### src/ring_dma_settings.svh
`ifndef RING_DMA_SETTINGS_SVH
`define RING_DMA_SETTINGS_SVH

// number of flit slots in the ring
`define RB_DEPTH 64

// headroom in flits kept below the top of the ring
// a packet may only start below RB_DEPTH - RB_THRESHOLD
`define RB_THRESHOLD 8

// width of the data word in one flit
`define FLIT_DW 32

// largest packet in flits, not above RB_THRESHOLD
`define MAX_PKT_FLITS 8

`endif
### src/ring_dma_pkg.sv
`default_nettype none

package ring_dma_pkg;

`include "ring_dma_settings.svh"

    localparam int RB_AWIDTH = $clog2(`RB_DEPTH);

    // slot address, also used for sizes in flits
    typedef logic [RB_AWIDTH-1:0] rb_addr_t;

    // one flit as stored in the ring and carried on both streams
    typedef struct packed {
        logic [`FLIT_DW-1:0] data;
        logic                eop;
    } flit_t;

    // block RAM write port
    typedef struct packed {
        logic     en;
        rb_addr_t addr;
        flit_t    flit;
    } rb_wr_t;

    // one bulk transfer
    typedef struct packed {
        rb_addr_t base;
        rb_addr_t size;
    } dma_cmd_t;

endpackage

`default_nettype wire

### src/pdu_dma_top.sv
`timescale 1ns/1ps
`default_nettype none

module pdu_dma_top (
    input  logic                clk,
    input  logic                rst,
    input  logic                in_valid,
    input  ring_dma_pkg::flit_t in_flit,
    output logic                almost_full,
    output logic [15:0]         drop_count,
    output logic                out_valid,
    output ring_dma_pkg::flit_t out_flit
);
    import ring_dma_pkg::*;

    // writer to ring
    rb_wr_t   wr;
    logic     update_valid;
    rb_addr_t update_size;
    rb_addr_t wr_base_addr;
    logic     wr_base_addr_valid;

    // ring to reader
    logic     dma_start;
    dma_cmd_t dma_cmd;
    logic     dma_done;
    logic     rd_en;
    rb_addr_t rd_addr;
    logic     rd_valid;
    flit_t    rd_flit;

    pdu_writer u_writer (
        .clk                (clk),
        .rst                (rst),
        .in_valid           (in_valid),
        .in_flit            (in_flit),
        .almost_full        (almost_full),
        .wr_base_addr       (wr_base_addr),
        .wr_base_addr_valid (wr_base_addr_valid),
        .wr                 (wr),
        .update_valid       (update_valid),
        .update_size        (update_size),
        .drop_count         (drop_count)
    );

    ring_buffer u_ring (
        .clk                (clk),
        .rst                (rst),
        .wr                 (wr),
        .update_valid       (update_valid),
        .update_size        (update_size),
        .wr_base_addr       (wr_base_addr),
        .wr_base_addr_valid (wr_base_addr_valid),
        .almost_full        (almost_full),
        .rd_en              (rd_en),
        .rd_addr            (rd_addr),
        .rd_valid           (rd_valid),
        .rd_flit            (rd_flit),
        .dma_start          (dma_start),
        .dma_cmd            (dma_cmd),
        .dma_done           (dma_done)
    );

    dma_reader u_reader (
        .clk       (clk),
        .rst       (rst),
        .dma_start (dma_start),
        .dma_cmd   (dma_cmd),
        .dma_done  (dma_done),
        .rd_en     (rd_en),
        .rd_addr   (rd_addr),
        .rd_valid  (rd_valid),
        .rd_flit   (rd_flit),
        .out_valid (out_valid),
        .out_flit  (out_flit)
    );

endmodule

`default_nettype wire

### src/dma_reader.sv
`timescale 1ns/1ps
`default_nettype none

module dma_reader (
    input  logic                   clk,
    input  logic                   rst,
    input  logic                   dma_start,
    input  ring_dma_pkg::dma_cmd_t dma_cmd,
    output logic                   dma_done,
    output logic                   rd_en,
    output ring_dma_pkg::rb_addr_t rd_addr,
    input  logic                   rd_valid,
    input  ring_dma_pkg::flit_t    rd_flit,
    output logic                   out_valid,
    output ring_dma_pkg::flit_t    out_flit
);
    import ring_dma_pkg::*;

    // reads still to issue after the current one
    rb_addr_t rd_left;
    // flits still to come back from the RAM
    rb_addr_t ret_left;
    logic     last_ret;

    always_ff @(posedge clk) begin
        if (rst) begin
            rd_en    <= 1'b0;
            ret_left <= '0;
            last_ret <= 1'b0;
            dma_done <= 1'b0;
        end else begin
            if (dma_start) begin
                rd_en   <= 1'b1;
                rd_addr <= dma_cmd.base;
                rd_left <= dma_cmd.size - rb_addr_t'(1);
            end else if (rd_en) begin
                if (rd_left == '0) begin
                    rd_en <= 1'b0;
                end else begin
                    rd_addr <= rd_addr + rb_addr_t'(1);
                    rd_left <= rd_left - rb_addr_t'(1);
                end
            end

            if (dma_start) begin
                ret_left <= dma_cmd.size;
            end else if (rd_valid) begin
                ret_left <= ret_left - rb_addr_t'(1);
            end

            // done trails the last output flit by one cycle
            last_ret <= rd_valid && (ret_left == rb_addr_t'(1));
            dma_done <= last_ret;
        end
    end

    always_ff @(posedge clk) begin
        if (rst) begin
            out_valid <= 1'b0;
        end else begin
            out_valid <= rd_valid;
        end
    end

    always_ff @(posedge clk) begin
        if (rd_valid) begin
            out_flit <= rd_flit;
        end
    end

endmodule

`default_nettype wire

### src/ring_buffer.sv
`timescale 1ns/1ps
`default_nettype none

`include "ring_dma_settings.svh"

module ring_buffer (
    input  logic                   clk,
    input  logic                   rst,
    input  ring_dma_pkg::rb_wr_t   wr,
    input  logic                   update_valid,
    input  ring_dma_pkg::rb_addr_t update_size,
    output ring_dma_pkg::rb_addr_t wr_base_addr,
    output logic                   wr_base_addr_valid,
    output logic                   almost_full,
    input  logic                   rd_en,
    input  ring_dma_pkg::rb_addr_t rd_addr,
    output logic                   rd_valid,
    output ring_dma_pkg::flit_t    rd_flit,
    output logic                   dma_start,
    output ring_dma_pkg::dma_cmd_t dma_cmd,
    input  logic                   dma_done
);
    import ring_dma_pkg::*;

    localparam int DEPTH     = `RB_DEPTH;
    localparam int THRESHOLD = `RB_THRESHOLD;
    localparam int MAX_SLOT  = DEPTH - THRESHOLD;

    typedef enum logic [1:0] {
        IDLE,
        WAIT,
        DELAY
    } state_t;

    state_t               state;
    rb_addr_t             head;
    rb_addr_t             tail;
    rb_addr_t             last_tail;
    rb_addr_t             occupied_slot;
    rb_addr_t             send_slot;
    rb_addr_t             free_slot;
    logic                 wrap;
    logic                 bram_delay;
    logic [RB_AWIDTH:0]   tail_sum;
    logic                 rd_en_r;
    rb_addr_t             rd_addr_r1;
    rb_addr_t             rd_addr_r2;

    assign wr_base_addr = tail;
    assign wrap         = tail < head;
    assign tail_sum     = {1'b0, tail} + {1'b0, update_size};

    // one slot always stays empty so full and empty differ
    assign occupied_slot = wrap ? (last_tail - head + tail) : (tail - head);
    assign send_slot     = wrap ? (last_tail - head) : (tail - head);

    // room a new packet can still use, counting the jump back to slot zero
    always_comb begin
        if (wrap) begin
            free_slot = head - tail - rb_addr_t'(1);
        end else if (tail >= rb_addr_t'(MAX_SLOT - THRESHOLD)) begin
            free_slot = (head == '0) ? '0 : head - rb_addr_t'(1);
        end else begin
            free_slot = rb_addr_t'(DEPTH - 1) - occupied_slot;
        end
    end

    always_ff @(posedge clk) begin
        if (rst) begin
            tail               <= '0;
            last_tail          <= '0;
            wr_base_addr_valid <= 1'b0;
            almost_full        <= 1'b0;
        end else begin
            if (update_valid) begin
                if (tail_sum < MAX_SLOT) begin
                    tail <= tail_sum[RB_AWIDTH-1:0];
                end else begin
                    tail      <= '0;
                    last_tail <= tail_sum[RB_AWIDTH-1:0];
                end
            end
            wr_base_addr_valid <= update_valid;
            almost_full        <= free_slot < rb_addr_t'(2 * THRESHOLD);
        end
    end

    // head moves past each packet as its eop comes back
    always_ff @(posedge clk) begin
        if (rst) begin
            head <= '0;
        end else if (rd_valid && rd_flit.eop) begin
            if (rd_addr_r2 + rb_addr_t'(1) >= rb_addr_t'(MAX_SLOT)) begin
                head <= '0;
            end else begin
                head <= rd_addr_r2 + rb_addr_t'(1);
            end
        end
    end

    always_ff @(posedge clk) begin
        if (rst) begin
            state      <= IDLE;
            dma_start  <= 1'b0;
            bram_delay <= 1'b0;
        end else begin
            case (state)
                IDLE: begin
                    if (occupied_slot > '0) begin
                        dma_start    <= 1'b1;
                        dma_cmd.base <= head;
                        dma_cmd.size <= send_slot;
                        state        <= WAIT;
                    end
                end
                WAIT: begin
                    dma_start <= 1'b0;
                    if (dma_done) begin
                        state <= DELAY;
                    end
                end
                DELAY: begin
                    // give the RAM two cycles before the next command
                    bram_delay <= !bram_delay;
                    if (bram_delay) begin
                        state <= IDLE;
                    end
                end
                default: state <= IDLE;
            endcase
        end
    end

    // strobe and address follow the two-cycle RAM read
    always_ff @(posedge clk) begin
        if (rst) begin
            rd_en_r  <= 1'b0;
            rd_valid <= 1'b0;
        end else begin
            rd_en_r  <= rd_en;
            rd_valid <= rd_en_r;
        end
    end

    always_ff @(posedge clk) begin
        rd_addr_r1 <= rd_addr;
        rd_addr_r2 <= rd_addr_r1;
    end

    bram_simple2port pdu_buffer (
        .clk     (clk),
        .wr      (wr),
        .rd_en   (rd_en),
        .rd_addr (rd_addr),
        .q       (rd_flit)
    );

endmodule

`default_nettype wire

### src/pdu_writer.sv
`timescale 1ns/1ps
`default_nettype none

module pdu_writer (
    input  logic                   clk,
    input  logic                   rst,
    input  logic                   in_valid,
    input  ring_dma_pkg::flit_t    in_flit,
    input  logic                   almost_full,
    input  ring_dma_pkg::rb_addr_t wr_base_addr,
    input  logic                   wr_base_addr_valid,
    output ring_dma_pkg::rb_wr_t   wr,
    output logic                   update_valid,
    output ring_dma_pkg::rb_addr_t update_size,
    output logic [15:0]            drop_count
);
    import ring_dma_pkg::*;

    logic     in_pkt;
    logic     dropping;
    logic     first;
    logic     keep;
    rb_addr_t offset;
    rb_addr_t base_addr;
    rb_addr_t cur_base;
    rb_addr_t pkt_len;

    // accept or drop is decided once, on the first flit
    assign first = in_valid && !in_pkt;
    assign keep  = first ? !almost_full : !dropping;

    // new tail is already on wr_base_addr in its confirmation cycle
    assign cur_base = wr_base_addr_valid ? wr_base_addr : base_addr;

    always_ff @(posedge clk) begin
        if (rst) begin
            in_pkt       <= 1'b0;
            dropping     <= 1'b0;
            offset       <= '0;
            base_addr    <= '0;
            wr.en        <= 1'b0;
            update_valid <= 1'b0;
            drop_count   <= '0;
        end else begin
            wr.en        <= 1'b0;
            // one cycle after the eop flit lands in the RAM
            update_valid <= wr.en && wr.flit.eop;
            if (wr_base_addr_valid) begin
                base_addr <= wr_base_addr;
            end
            if (in_valid) begin
                if (first) begin
                    dropping <= almost_full;
                end
                if (keep) begin
                    wr.en   <= 1'b1;
                    wr.addr <= cur_base + offset;
                    wr.flit <= in_flit;
                end
                if (in_flit.eop) begin
                    in_pkt <= 1'b0;
                    offset <= '0;
                    if (!keep) begin
                        drop_count <= drop_count + 16'd1;
                    end
                end else begin
                    in_pkt <= 1'b1;
                    offset <= offset + rb_addr_t'(1);
                end
            end
        end
    end

    // packet length, handed over together with update_valid
    always_ff @(posedge clk) begin
        if (in_valid && in_flit.eop) begin
            pkt_len <= offset + rb_addr_t'(1);
        end
        update_size <= pkt_len;
    end

endmodule

`default_nettype wire

### src/bram_simple2port.sv
`timescale 1ns/1ps
`default_nettype none

`include "ring_dma_settings.svh"

module bram_simple2port (
    input  logic                   clk,
    input  ring_dma_pkg::rb_wr_t   wr,
    input  logic                   rd_en,
    input  ring_dma_pkg::rb_addr_t rd_addr,
    output ring_dma_pkg::flit_t    q
);
    import ring_dma_pkg::*;

    flit_t mem [`RB_DEPTH];
    flit_t rd_q;

    always_ff @(posedge clk) begin
        if (wr.en) begin
            mem[wr.addr] <= wr.flit;
        end
    end

    // first stage is the array read, second the output register
    always_ff @(posedge clk) begin
        if (rd_en) begin
            rd_q <= mem[rd_addr];
        end
        q <= rd_q;
    end

endmodule

`default_nettype wire

### config.mk
export PLATFORM = sky130hd
export DESIGN_NAME = pdu_dma_top
export DESIGN_NICKNAME = d
export VERILOG_FILES = /design/src/ring_dma_pkg.sv /design/src/pdu_dma_top.sv /design/src/dma_reader.sv /design/src/ring_buffer.sv /design/src/pdu_writer.sv /design/src/bram_simple2port.sv
export VERILOG_INCLUDE_DIRS = /design/src
export SDC_FILE = /design/constraint.sdc
export NUM_CORES = 2
export LEC_CHECK = 0
export BUFFER_PORTS_ARGS = -buffer_cell sky130_fd_sc_hd__buf_2
export CAP_MARGIN = 20
export CORE_MARGIN = 5
export CORE_UTILIZATION = 58
export CTS_BUF_LIST = sky130_fd_sc_hd__clkbuf_16
export DETAILED_ROUTE_END_ITERATION = 8
export GPL_TIMING_DRIVEN = 0
export PLACE_DENSITY = 0.75
export SLEW_MARGIN = 30
export SYNTH_ARGS = -nofsm -noshare
export SYNTH_HDL_FRONTEND = slang
export SYNTH_SLANG_ARGS = --single-unit
### constraint.sdc
create_clock -name clk -period 7.1 [get_ports clk]
set_input_delay 1.065 -clock clk [delete_from_list [all_inputs] [get_ports clk]]
set_output_delay 1.065 -clock clk [all_outputs]
set_load 0.03 [all_outputs]
==> impl_metrics.ini <==
[status]
status = completed

[timing]
setup_tns_ns = 0
finalHoldViolCount = 0
min_period_ns = 4.625
drv_slew = 0
slew_headroom_pct = 26.40
fin_skew_ns = 0.04561
finalCritPeriodShare_pct = 65.14
timing.hold.ws_ns = 0.3261
setup_viol = 0
rsz0062_at_grt = no
worstMarginPinSlew_ns = 1.104
max_freq_mhz = 216.2

[route]
vias = 49100
dr.pass1.iters = 8
drc = 0
totalWireLength_um = 279300
vias_per_cell = 7.236
wl_per_cell_um = 41.16
drt_iter0_markers = 9173
ant_nets = 0

[logic_synthesis]
avgSynthCellArea_um2 = 22.74
yosys-mux-area-fraction_pct = 16.58
synth_edf_count = 2247
async_flop_share_pct = 0
yosysTopAreaCell = edfxtp_1
synth_xor_area_share_pct = 0.4767
synthCells = 3960
synth-seq-cells = 2366
synth-adder-area-share_pct = 0.6671
ys_top_cells_by_area = edfxtp_1 75%, mux4_2 16%, dfxtp_1 2.6%, nor2_1 0.73%, ha_1 0.56%
synth_ff_type = edfxtp_1
syn_area_um2 = 90030
ys_seq_area_share_pct = 77.59
yosys.cell_types.count = 59
netlist.area_leader.share_pct = 74.94
synth-simple-area-share_pct = 1.957
synth_compound_area_share_pct = 1.519
ys_warn_count = 0
syn_nets = 4041
synth_top_family_by_area = multiplexers

[cells_and_area]
nets = 4612
drive_gt1_share_pct = 32.32
fillCellCount = 8826
fin_cells = 6786
fin_util_pct = 68.63
syn_to_final_growth_pct = 17.57

[grt]
grt_overflow = 0
grt_pass1_vias = 49230
grt_pass1_wl_um = 386100
grt_start_max_net_pins = 29
grt_usage_pct = 34.62
antenna_found_initial = 18

[worst_setup_path]
r2r_end = u_ring.pdu_buffer.rd_q[1]$_DFFE_PP_
critPathBufInv = 4
cp-end-kind = flop
crit_path_top_delay_cell = buf_1
slowest_delay_ns = 0.87
r2r_setup_slack_ns = 2.48
required_ns = 7.63
cp_top_family = buffers and inverters
worstPathArrival_ns = 5.16
cp_common_cell = buf_2
r2r_cells = 7
reg2reg_from = u_reader.rd_addr[2]$_DFFE_PP_
cp_max_fo = 10
start_kind = flop
worstPathCellList = buf_2 -> buf_4 -> buf_2 -> buf_1 -> mux4_2 -> nor2_1 -> nor3_1
criticalPathCategory = reg -> reg

[clock_network]
cts_post_setup_buffers_inserted = 0
cts_buffers = 220
cts_resized = 0
cts_root_buffer = clkbuf_16
htreeDepth = 4
clk_pin_slew_ns = 0.06
cts_tree = built
clockBufferDepth = 3
cts.sinks = 2366
insertion_delay_ns = 0.88
holdBufCountCts = 0

[pwr]
netSwitchingFraction_pct = 27.44
vdd_drop_max_mv = 0.2459
seq_power_share_pct = 46.8
clkPwrFrac_pct = 34.9
p_per_area_nw_per_um2 = 318.4
leakagePower_nw = 34.15
finalPower_mw = 33.70
switching_power_mw = 9.248
p_int_mw = 24.45
share_comb_of_total_power_pct = 18.3

[die]
fp-row-count = 144
initial_utilization_pct = 58.38
die_x_um = 404.0
dieArea_um2 = 163200
io_pins = 87
coreArea_um2 = 154200
dieHeight_um = 404.0

[min_path]
hp-class = reg -> reg
holdPathEnd = u_ring.rd_addr_r2[0]$_DFF_P_
hold_depth = 0
hold_start = u_ring.rd_addr_r1[0]$_DFF_P_

[placement]
portBuffers = 85
gp_congestion = 0.8812
place_inst = 6352
dp_hpwl_um = 178900

[flow_run]
cap_violations = 0
## cell type report
cell class	instances	area (um2)	share of cell area, %
well taps	2044	2557	2.416
repair buffers	349	5532	5.226
clock inverters	198	1607	1.518
flip-flops and latches	2366	69860	66.00
clock buffers	221	5530	5.225
plain buffers	192	1015	0.9586
multi-input cells	1367	19580	18.50
inverters	35	131.4	0.1241
diodes	14	35.03	0.03310
## flip-flops by register name, indices dropped and copies added, names as in the netlist, 12 cells and up
| register | count |
|---|---|
| u_ring.pdu_buffer.rd_q | 33 |
| u_reader.out_flit | 33 |
| u_ring.dma_cmd | 12 |
| u_ring.pdu_buffer.mem | 2112 |
| u_writer.drop_count | 16 |
| u_ring.pdu_buffer.q | 33 |
| u_writer.wr | 40 |
## synth_stat cells, types with 6 or more instances
master,instances
buf_6,11
mux4_2,639
buf_1,31
a211oi_1,22
inv_1,35
a31oi_1,7
o21ai_0,18
buf_4,25
o22ai_1,38
xnor2_1,20
o21a_1,6
nor3_1,24
or3_1,7
buf_2,50
nor3b_1,6
xor2_1,29
nand2_1,53
mux2_2,20
a21o_1,8
clkbuf_1,75
and2_1,10
ha_1,40
a22oi_1,24
nor2_1,175
nand2b_1,12
a21oi_1,50
edfxtp_1,2247
mux2i_1,31
dfxtp_1,119
nand4_1,10
nand3_1,27
nor2b_1,28
## cells by family (layout without fill, tap and decap cells)
group / count (synthesis) / after routing
DFF: 2366 / 2366
adders and majority gates: 45 / 45
xor gates and xnor gates: 49 / 49
buffers and inverters: 227 / 995
other: 0 / 14
and+or+nand+nor: 377 / 377
muxes: 690 / 690
AOI/OAI and AO/OA: 206 / 206
## how the worst max path moves through the flow
stage	to	depth (start not counted)	slack [ns]	startpoint
after global routing	u_ring.dma_cmd[9]$_DFFE_PP_	14	2.53	u_ring.head[1]$_SDFFE_PP0P_
final	u_ring.pdu_buffer.rd_q[1]$_DFFE_PP_	7	2.48	u_reader.rd_addr[2]$_DFFE_PP_
after floorplan	u_ring.dma_cmd[0]$_DFFE_PP_	12	2.04	u_ring.head[1]$_SDFFE_PP0P_
after CTS	u_ring.dma_cmd[9]$_DFFE_PP_	14	2.78	u_ring.head[1]$_SDFFE_PP0P_
after global placement	u_writer.wr[12]$_DFFE_PP_	3	-2.10	rst
after detailed placement	u_ring.dma_cmd[7]$_DFFE_PP_	14	2.82	u_ring.head[1]$_SDFFE_PP0P_
## metrics by stage
step,instance area [um2],setup WS (ns)
final,105900,2.475
after global routing,105800,2.534
after CTS,105800,2.781
after detailed placement,98640,2.823
after global placement,93020,-2.099
after floorplan,90030,2.040
## power by group through the flow
stage	clock network (mW)	logic, mW	registers (mW)
after global routing	12.4	6.27	15.8
after global placement	0	5.39	16.2
after floorplan	0	3.50	16.1
final	11.8	6.16	15.8
after detailed placement	0	5.81	16.1
after CTS	11.8	5.98	15.8
## metal layers
metal | GRT usage, % | share of wire, %
met5 | 0 | 0.016
met4 | 20.39 | 7.4
met3 | 11.48 | 15
met2 | 53.11 | 46
met1 | 43.84 | 31
## cell usage in the layout, fill, tap and decap left out, types with 14 or more instances in the layout
cell       instances
o21ai_0           18
mux2_2            20
mux4_2           639
buf_4             52
buf_16           117
o22ai_1           38
xor2_1            29
nor2_4            61
clkinv_2          38
mux2i_1           31
nand3_1           27
buf_6             53
buf_2            152
a211oi_1          21
inv_1             80
clkbuf_2          29
bufinv_16         20
buf_8             63
nor2b_1           28
diode_2           14
clkbuf_16        221
ha_1              40
a21oi_1           50
dfxtp_1          117
nor2_1           112
xnor2_1           20
clkinv_1          64
a22oi_1           24
nor3_1            21
nand2_1           53
clkbuf_1          51
edfxtp_1        2247
Note: power is estimated with default switching activity, not from simulation.
